--- src/hw/soc_consts.svh ---
// ------------------------------
// Widths, slot map and device-table contents
// Included by the RTL and the testbench
// ------------------------------
`ifndef SOC_CONSTS_SVH
`define SOC_CONSTS_SVH

// Bus geometry
`define SOC_DATA_W 32
`define SOC_ADDR_W 12
`define SOC_SLOT_W 4
`define SOC_OFFS_W 8

// Slot numbers, all others are the invalid device
`define SOC_SLOT_DEVTBL 0
`define SOC_SLOT_GPIO   1

// Device table
`define SOC_DEV_COUNT   3
`define SOC_ID_DEVTBL   7
`define SOC_ID_GPIO     6
`define SOC_ID_INVALID  0
`define SOC_MAPSZ_WORDS 256

`define SOC_GPIO_COUNT 8

// Counter sizes
`define SOC_RST_CNTR_W 4
`define SOC_ACT_CNTR_W 7

`endif

--- src/hw/soc_pkg.sv ---
// ------------------------------
// Bus request and reset command types
// ------------------------------
`include "soc_consts.svh"

package soc_pkg;

	// Op encoding of the PI1 bus
	typedef enum logic [1:0] {
		BUS_WR = 2'b01,
		BUS_RD = 2'b10
	} bus_op_e;

	typedef struct packed {
		bus_op_e                 op;
		logic [`SOC_ADDR_W-1:0] addr;
		logic [`SOC_DATA_W-1:0] wdata;
	} bus_req_t;

	// One-cycle commands from the device table
	typedef struct packed {
		logic warm;
		logic pwroff;
	} sw_rst_t;

endpackage

--- src/hw/activity_led.sv ---
// ------------------------------
// Activity pulse with hold-off
// ------------------------------
`timescale 1ns/1ns
`include "soc_consts.svh"

module activity_led (
	input  logic clk100mhz,
	input  logic rst_p,
	input  logic access_i,
	output logic activity_o
);

	logic [`SOC_ACT_CNTR_W-1:0] cntr_q;

	// Accesses during the hold-off are dropped
	always_ff @(posedge clk100mhz) begin
		if (rst_p) begin
			cntr_q     <= '0;
			activity_o <= 1'b0;
		end else if (cntr_q != '0) begin
			cntr_q     <= cntr_q - 1'b1;
			activity_o <= 1'b0;
		end else if (access_i) begin
			cntr_q     <= '1;
			activity_o <= 1'b1;
		end
	end

endmodule

--- src/hw/bus_router.sv ---
// ------------------------------
// Slot decode and response return
// ------------------------------
`timescale 1ns/1ns
`include "soc_consts.svh"

module bus_router (
	input  logic                   clk100mhz,
	input  logic                   sys_rst_i,
	input  logic                   req_valid_i,
	input  soc_pkg::bus_req_t      req_i,
	input  logic [`SOC_DATA_W-1:0] devtbl_rdata_i,
	input  logic [`SOC_DATA_W-1:0] gpio_rdata_i,
	output logic                   req_ready_o,
	output logic                   devtbl_valid_o,
	output logic                   gpio_valid_o,
	output logic                   rsp_valid_o,
	output logic [`SOC_DATA_W-1:0] rsp_data_o,
	output logic                   access_o
);
	import soc_pkg::*;

	logic [`SOC_SLOT_W-1:0] slot;
	logic [`SOC_SLOT_W-1:0] rsp_slot_q;
	logic                   rsp_rd_q;
	logic                   accept;

	assign slot        = req_i.addr[`SOC_ADDR_W-1:`SOC_OFFS_W];
	assign req_ready_o = !sys_rst_i;
	assign accept      = req_valid_i && req_ready_o;

	assign devtbl_valid_o = accept && (slot == `SOC_SLOT_DEVTBL);
	assign gpio_valid_o   = accept && (slot == `SOC_SLOT_GPIO);
	assign access_o       = accept;

	always_ff @(posedge clk100mhz) begin
		if (sys_rst_i) begin
			rsp_valid_o <= 1'b0;
			rsp_rd_q    <= 1'b0;
		end else begin
			rsp_valid_o <= accept;
			if (accept)
				rsp_rd_q <= (req_i.op == BUS_RD);
		end
	end

	always_ff @(posedge clk100mhz) begin
		if (accept)
			rsp_slot_q <= slot;
	end

	// Invalid slots and writes answer with zero
	always_comb begin
		rsp_data_o = '0;
		if (rsp_rd_q) begin
			case (rsp_slot_q)
				`SOC_SLOT_DEVTBL: rsp_data_o = devtbl_rdata_i;
				`SOC_SLOT_GPIO:   rsp_data_o = gpio_rdata_i;
				default:          rsp_data_o = '0;
			endcase
		end
	end

	a_strobe_onehot: assert property (@(posedge clk100mhz)
		(devtbl_valid_o || gpio_valid_o) |->
			(req_ready_o && !(devtbl_valid_o && gpio_valid_o)));

endmodule

--- src/hw/dev_table.sv ---
// ------------------------------
// Device table slave, also decodes software reset commands
// ------------------------------
`timescale 1ns/1ns
`include "soc_consts.svh"

module dev_table (
	input  logic                   clk100mhz,
	input  logic                   sys_rst_i,
	input  logic                   valid_i,
	input  soc_pkg::bus_req_t      req_i,
	output logic [`SOC_DATA_W-1:0] rdata_o,
	output soc_pkg::sw_rst_t       sw_rst_o
);
	import soc_pkg::*;

	localparam logic [`SOC_DATA_W-2:0] MAPSZ = `SOC_MAPSZ_WORDS;

	logic [`SOC_OFFS_W-1:0] offs;
	logic [`SOC_OFFS_W-2:0] entry;
	logic [`SOC_DATA_W-1:0] id_word;
	logic [`SOC_DATA_W-1:0] rd_word;
	logic                   use_intr;
	sw_rst_t                sw_cmd;

	// Two words per entry, identifier then map size
	assign offs  = req_i.addr[`SOC_OFFS_W-1:0];
	assign entry = offs[`SOC_OFFS_W-1:1];

	always_comb begin
		id_word  = `SOC_ID_INVALID;
		use_intr = 1'b0;
		case (entry)
			`SOC_SLOT_DEVTBL: id_word = `SOC_ID_DEVTBL;
			`SOC_SLOT_GPIO: begin
				id_word  = `SOC_ID_GPIO;
				use_intr = 1'b1;
			end
			default: id_word = `SOC_ID_INVALID;
		endcase
		if (entry >= `SOC_DEV_COUNT)
			rd_word = '0;
		else if (offs[0])
			rd_word = {use_intr, MAPSZ};
		else
			rd_word = id_word;
	end

	// Command word at offset 0, 2'b10 warm, 2'b01 power-off
	always_comb begin
		sw_cmd = '0;
		if (valid_i && req_i.op == BUS_WR && offs == '0) begin
			case (req_i.wdata[1:0])
				2'b10:   sw_cmd.warm   = 1'b1;
				2'b01:   sw_cmd.pwroff = 1'b1;
				default: sw_cmd        = '0;
			endcase
		end
	end

	always_ff @(posedge clk100mhz) begin
		if (sys_rst_i)
			sw_rst_o <= '0;
		else
			sw_rst_o <= sw_cmd;
	end

	always_ff @(posedge clk100mhz) begin
		if (valid_i)
			rdata_o <= rd_word;
	end

	a_cmd_exclusive: assert property (@(posedge clk100mhz)
		!(sw_rst_o.warm && sw_rst_o.pwroff));

endmodule

--- src/hw/gpio_port.sv ---
// ------------------------------
// GPIO slave with change interrupt
// ------------------------------
`timescale 1ns/1ns
`include "soc_consts.svh"

module gpio_port (
	input  logic                       clk100mhz,
	input  logic                       sys_rst_i,
	input  logic                       valid_i,
	input  soc_pkg::bus_req_t          req_i,
	input  logic [`SOC_GPIO_COUNT-1:0] gp_i,
	output logic [`SOC_DATA_W-1:0]     rdata_o,
	output logic [`SOC_GPIO_COUNT-1:0] gp_o,
	output logic                       irq_o
);
	import soc_pkg::*;

	localparam int PAD_W = `SOC_DATA_W - `SOC_GPIO_COUNT;

	logic [`SOC_GPIO_COUNT-1:0] gp_in_q;
	logic [`SOC_GPIO_COUNT-1:0] gp_prev_q;
	logic [`SOC_OFFS_W-1:0]     offs;
	logic                       wr;

	assign offs = req_i.addr[`SOC_OFFS_W-1:0];
	assign wr   = valid_i && (req_i.op == BUS_WR);

	always_ff @(posedge clk100mhz) begin
		gp_in_q   <= gp_i;
		gp_prev_q <= gp_in_q;
	end

	always_ff @(posedge clk100mhz) begin
		if (sys_rst_i) begin
			gp_o  <= '0;
			irq_o <= 1'b0;
		end else begin
			if (wr && offs == 'd0)
				gp_o <= req_i.wdata[`SOC_GPIO_COUNT-1:0];
			if (wr && offs == 'd2)
				irq_o <= 1'b0;
			// A change in the same cycle wins over the clear
			if (gp_in_q != gp_prev_q)
				irq_o <= 1'b1;
		end
	end

	always_ff @(posedge clk100mhz) begin
		if (valid_i) begin
			case (offs)
				'd0:     rdata_o <= {{PAD_W{1'b0}}, gp_in_q};
				'd1:     rdata_o <= {{PAD_W{1'b0}}, gp_o};
				'd2:     rdata_o <= {{(`SOC_DATA_W-1){1'b0}}, irq_o};
				default: rdata_o <= '0;
			endcase
		end
	end

endmodule

--- src/hw/reset_seq.sv ---
// ------------------------------
// System reset counter and power-off latch
// ------------------------------
`timescale 1ns/1ns
`include "soc_consts.svh"

module reset_seq (
	input  logic             clk100mhz,
	input  logic             rst_p,
	input  soc_pkg::sw_rst_t sw_rst_i,
	output logic             sys_rst_o
);

	logic [`SOC_RST_CNTR_W-1:0] cntr_q;
	logic                       pwroff_q;

	always_ff @(posedge clk100mhz) begin
		if (rst_p || sw_rst_i.warm)
			cntr_q <= '1;
		else if (cntr_q != '0)
			cntr_q <= cntr_q - 1'b1;
	end

	// Only the external reset releases a power-off
	always_ff @(posedge clk100mhz) begin
		if (rst_p)
			pwroff_q <= 1'b0;
		else if (sw_rst_i.pwroff)
			pwroff_q <= 1'b1;
	end

	assign sys_rst_o = (cntr_q != '0) || pwroff_q;

	a_pwroff_holds: assert property (@(posedge clk100mhz)
		(pwroff_q && !rst_p) |=> (pwroff_q && sys_rst_o));

endmodule

--- src/hw/soc_top.sv ---
// ------------------------------
// Top level, external master port plus GPIO pins
// ------------------------------
`timescale 1ns/1ns
`include "soc_consts.svh"

module soc_top (
	input  logic                       clk100mhz,
	input  logic                       rst_p,
	input  logic                       req_valid_i,
	input  soc_pkg::bus_req_t          req_i,
	input  logic [`SOC_GPIO_COUNT-1:0] gp_i,
	output logic                       req_ready_o,
	output logic                       rsp_valid_o,
	output logic [`SOC_DATA_W-1:0]     rsp_data_o,
	output logic [`SOC_GPIO_COUNT-1:1] gp_o,
	output logic                       irq_o,
	output logic                       activity_o
);
	import soc_pkg::*;

	logic                       sys_rst;
	sw_rst_t                    sw_rst;
	logic                       devtbl_valid;
	logic                       gpio_valid;
	logic [`SOC_DATA_W-1:0]     devtbl_rdata;
	logic [`SOC_DATA_W-1:0]     gpio_rdata;
	logic [`SOC_GPIO_COUNT-1:0] gp_out;
	logic                       access;

	// Bit 0 is not pinned out
	assign gp_o = gp_out[`SOC_GPIO_COUNT-1:1];

	reset_seq reset_seq_inst (
		.clk100mhz (clk100mhz),
		.rst_p     (rst_p),
		.sw_rst_i  (sw_rst),
		.sys_rst_o (sys_rst)
	);

	bus_router bus_router_inst (
		.clk100mhz      (clk100mhz),
		.sys_rst_i      (sys_rst),
		.req_valid_i    (req_valid_i),
		.req_i          (req_i),
		.devtbl_rdata_i (devtbl_rdata),
		.gpio_rdata_i   (gpio_rdata),
		.req_ready_o    (req_ready_o),
		.devtbl_valid_o (devtbl_valid),
		.gpio_valid_o   (gpio_valid),
		.rsp_valid_o    (rsp_valid_o),
		.rsp_data_o     (rsp_data_o),
		.access_o       (access)
	);

	dev_table dev_table_inst (
		.clk100mhz (clk100mhz),
		.sys_rst_i (sys_rst),
		.valid_i   (devtbl_valid),
		.req_i     (req_i),
		.rdata_o   (devtbl_rdata),
		.sw_rst_o  (sw_rst)
	);

	gpio_port gpio_port_inst (
		.clk100mhz (clk100mhz),
		.sys_rst_i (sys_rst),
		.valid_i   (gpio_valid),
		.req_i     (req_i),
		.gp_i      (gp_i),
		.rdata_o   (gpio_rdata),
		.gp_o      (gp_out),
		.irq_o     (irq_o)
	);

	activity_led activity_led_inst (
		.clk100mhz  (clk100mhz),
		.rst_p      (rst_p),
		.access_i   (access),
		.activity_o (activity_o)
	);

endmodule

--- config.mk ---
export PLATFORM = sky130hd
export DESIGN_NAME = soc_top
export DESIGN_NICKNAME = d
export VERILOG_FILES = /design/src/hw/soc_pkg.sv /design/src/hw/activity_led.sv /design/src/hw/bus_router.sv /design/src/hw/dev_table.sv /design/src/hw/gpio_port.sv /design/src/hw/reset_seq.sv /design/src/hw/soc_top.sv
export VERILOG_INCLUDE_DIRS = /design/src /design/src/hw
export SDC_FILE = /design/constraint.sdc
export NUM_CORES = 1
export LEC_CHECK = 0
export ABC_AREA = 0
export BUFFER_PORTS_ARGS = -buffer_cell sky130_fd_sc_hd__buf_2
export CORE_UTILIZATION = 45
export DETAILED_ROUTE_END_ITERATION = 8
export PLACE_DENSITY = 0.81
export SLEW_MARGIN = 40
export SYNTH_ARGS = -nofsm -noshare
export SYNTH_HDL_FRONTEND = slang
export SYNTH_SLANG_ARGS = --single-unit
--- constraint.sdc ---
create_clock -name clk100mhz -period 6.37 [get_ports clk100mhz]
set_clock_uncertainty 0.2 [all_clocks]
set_input_delay 0.637 -clock clk100mhz [delete_from_list [all_inputs] [get_ports clk100mhz]]
set_output_delay 0.637 -clock clk100mhz [all_outputs]
set_load 0.005 [all_outputs]
==> metrics.csv <==
stage,metric,value,unit
place,post-place-ws,3.88,ns
cells_and_area,final_common_cell,buf_2,
critical_path,critPathLaunchType,flop,
timing,hold_viol,0,
drt,ant_nets,0,
drt,first_pass_iters,4,
critical_path,worstPathRequired,5.53,ns
yosys,synth_top_area_cell,dfxtp_1,
critical_path,reg2reg_depth,5,
grt,antenna_found_initial,0,
critical_path,rr_endpoint,gpio_port_inst.rdata_o[5],
worst_hold_path,min_to,gpio_port_inst.gp_prev_q[6],
die,io_pins,100,
cells_and_area,antenna_cells,0,
die,rows,26,
cts,cts_max_level,3,
timing,fin_crit,2.87,ns
power,powerDensity,285,nW/um2
timing,finalCritPeriodShare,45.0,%
yosys,syn_area,2540,um2
timing,fmax,349,MHz
cts,cts_setup_buffers,0,
die,design.die.area,5950,um2
cells_and_area,fin_cells,367,
cells_and_area,final_cell_mix,"53 x buf_2, 42 x dfxtp_1, 22 x conb_1",
drt,wl,5010,um
timing,fin_ws,3.50,ns
die,fp.dieH,77.1,um
cells_and_area,final_util,55.1,%
die,chipWidth,77.1,um
drt,drt-initial-drc-count,63,
place,io_buffers,53,
cts,cts_tree,built,
die,core_area,5270,um2
worst_hold_path,hold_path_class,reg2reg,
drt,num_vias,1850,
timing,slew_violations,0,
cts,clk_pin_slew,0.06,ns
drt,wire_per_inst,13.7,um
cells_and_area,syn2layout_area_growth,14.4,%
timing,rsz0062_at_grt,no,
cts,clock_insertion_delay_worst_skew,0.33,ns
yosys,synth_edf_count,16,
power,leakagePower,1.25,nW
critical_path,endpoint_kind,output pin,
drt,drc,0,
yosys,synth_flop_cell,dfxtp_1,
job,cap_viol_max_count,0,
critical_path,worstReg2RegStart,reset_seq_inst.cntr_q[0],
critical_path,critPathMaxFanout,11,
run_status,status,finished clean,
grt,grt_pass1_vias,1695,
cts,cts_resized,0,
grt,track_usage,17.8,%
critical_path,cp.arrival,2.03,ns
worst_hold_path,holdPathStages,0,
cts,cts_hold_buf,0,
yosys,yosysWarnings,0,
drt,viasPerCell,5.04,
cts,clock_path_buffers,2,
yosys,synthCells,241,
place,gp_congestion,0.791,
grt,grt_max_degree,12,
cts,clock-sinks,58,
grt,overflow,0,
timing,finalSetupViolCount,0,
die,start_util,48.2,%
yosys,async_flop_share,0,%
timing,slew_headroom,56.4,%
yosys,syn_area_per_cell,10.5,um2
critical_path,crit_type,reg2out,
yosys,yosysUniqueCellTypes,43,
yosys,yosys-top-cells-area,"dfxtp_1 33%, edfxtp_1 19%, buf_4 8.6%, xor2_1 2.8%, a21oi_1 2.6%",
grt,grt_pass1_wl,7980,um
power,ir_worst_vdd,0.183,mV
critical_path,regToRegSetupSlack,3.91,ns
cts,root_buffer,clkbuf_8,
yosys,ys_ff_latch,58,
yosys,synth_top_area_share,33.1,%
cts,cts_buffers,9,
cells_and_area,nNetsFinal,353,
place,dp_cells,351,
timing,tightest_slew,0.652,ns
cells_and_area,drive_gt1_share,26.3,%
worst_hold_path,worstHoldStart,gpio_port_inst.gp_in_q[6],
timing,final.setup.tns,0,ns
yosys,yosysSeqAreaShare,52.0,%
place,place_hpwl,3660,um
==> worst max-delay path, stage by stage (launching register included) <==
cell	delay (ns)
dfxtp_1	0.30
inv_1	0.11
ha_1	0.19
nor3b_2	0.39
nand2b_1	0.37
inv_1	0.21
buf_2	0.14
==> power by group <==
| part | internal, W | switching [W] | total (W) |
|---|---|---|---|
| Clock | 0.000150 | 0.000135 | 0.000285 |
| Sequential | 0.000401 | 0.0000198 | 0.000421 |
| Combinational | 0.0000551 | 0.0000661 | 0.000121 |
| Total | 0.000606 | 0.000221 | 0.000827 |
==> cell families (layout without fill, tap and decap cells) <==
family                   after synthesis  count (layout)  share of synthesized area (%)
buffers and inverters                 40              75                           10.2
XOR/XNOR                              10              10                           3.45
AO/OA/AOI/OAI                         47              47                           12.1
AND/OR/NAND/NOR                       80              80                           19.8
other                                  1              22                          0.148
multiplexers                           1               1                          0.394
flip-flops                            58              58                           52.0
adder cells (fa/ha/maj)                4               4                           1.97
==> how the worst max path moves through the flow <==
stage | start | to | slack, ns | depth (start not counted)
finish | reset_seq_inst.cntr_q[0] | req_ready_o | 3.50 | 6
global route | reset_seq_inst.cntr_q[0] | req_ready_o | 3.35 | 6
CTS | reset_seq_inst.cntr_q[0] | req_ready_o | 3.52 | 6
detailed placement | reset_seq_inst.cntr_q[0] | req_ready_o | 3.88 | 6
global placement | reset_seq_inst.cntr_q[0] | req_ready_o | 3.95 | 6
floorplan | reset_seq_inst.cntr_q[0] | gpio_port_inst.rdata_o[0] | 4.15 | 6
==> routing by layer <==
layer | track usage [%] | up-vias | share of wire, %
met5 | 0 | - | 0
met2 | 26.4 | 80 | 45
met1 | 22.6 | 837 | 46
met3 | 3.69 | 13 | 5.7
li1 | - | 920 | -
met4 | 13.8 | 0 | 3.3
==> cells in the mapped netlist, types with 4 or more instances <==
cell type,instances
nor2_1,11
nor4_1,5
nand2b_1,4
o21ai_0,11
inv_1,6
nand2_1,10
buf_4,29
a22o_1,7
xor2_1,8
clkbuf_1,5
a211oi_1,8
ha_1,4
dfxtp_1,42
nor3_1,9
nand3_1,9
edfxtp_1,16
and3_1,6
a21oi_1,13
==> flip-flops by register name (all words and copies together), names as in the netlist <==
name	count
activity_led_inst.activity_o	1
activity_led_inst.cntr_q	7
bus_router_inst.rsp_rd_q	1
bus_router_inst.rsp_slot_q	4
bus_router_inst.rsp_valid_o	1
dev_table_inst.rdata_o	4
dev_table_inst.sw_rst_o	2
gpio_port_inst.gp_in_q	8
gpio_port_inst.gp_o	8
gpio_port_inst.gp_prev_q	8
gpio_port_inst.irq_o	1
gpio_port_inst.rdata_o	8
reset_seq_inst.cntr_q	4
reset_seq_inst.pwroff_q	1
==> per-stage QoR <==
stage               hold WS, ns  power (W)  area [um2]
floorplan                 0.162   0.000525        2620
global placement          0.171   0.000543        2740
detailed placement        0.175   0.000549        2740
CTS                       0.183   0.000828        2900
global route              0.193   0.000865        2910
finish                    0.182   0.000827        2910
==> area by class of cell <==
| type | instances | area (um2) |
|---|---|---|
| fill | 471 | 2360 |
| multi-input combinational | 164 | 1040 |
| inverter | 6 | 22.5 |
| clock buffer | 13 | 149 |
| tap | 70 | 87.6 |
| sequential | 58 | 1320 |
| timing repair buffer | 53 | 265 |
| clock inverter | 3 | 15.0 |
Power figures use the tool's default switching activity.
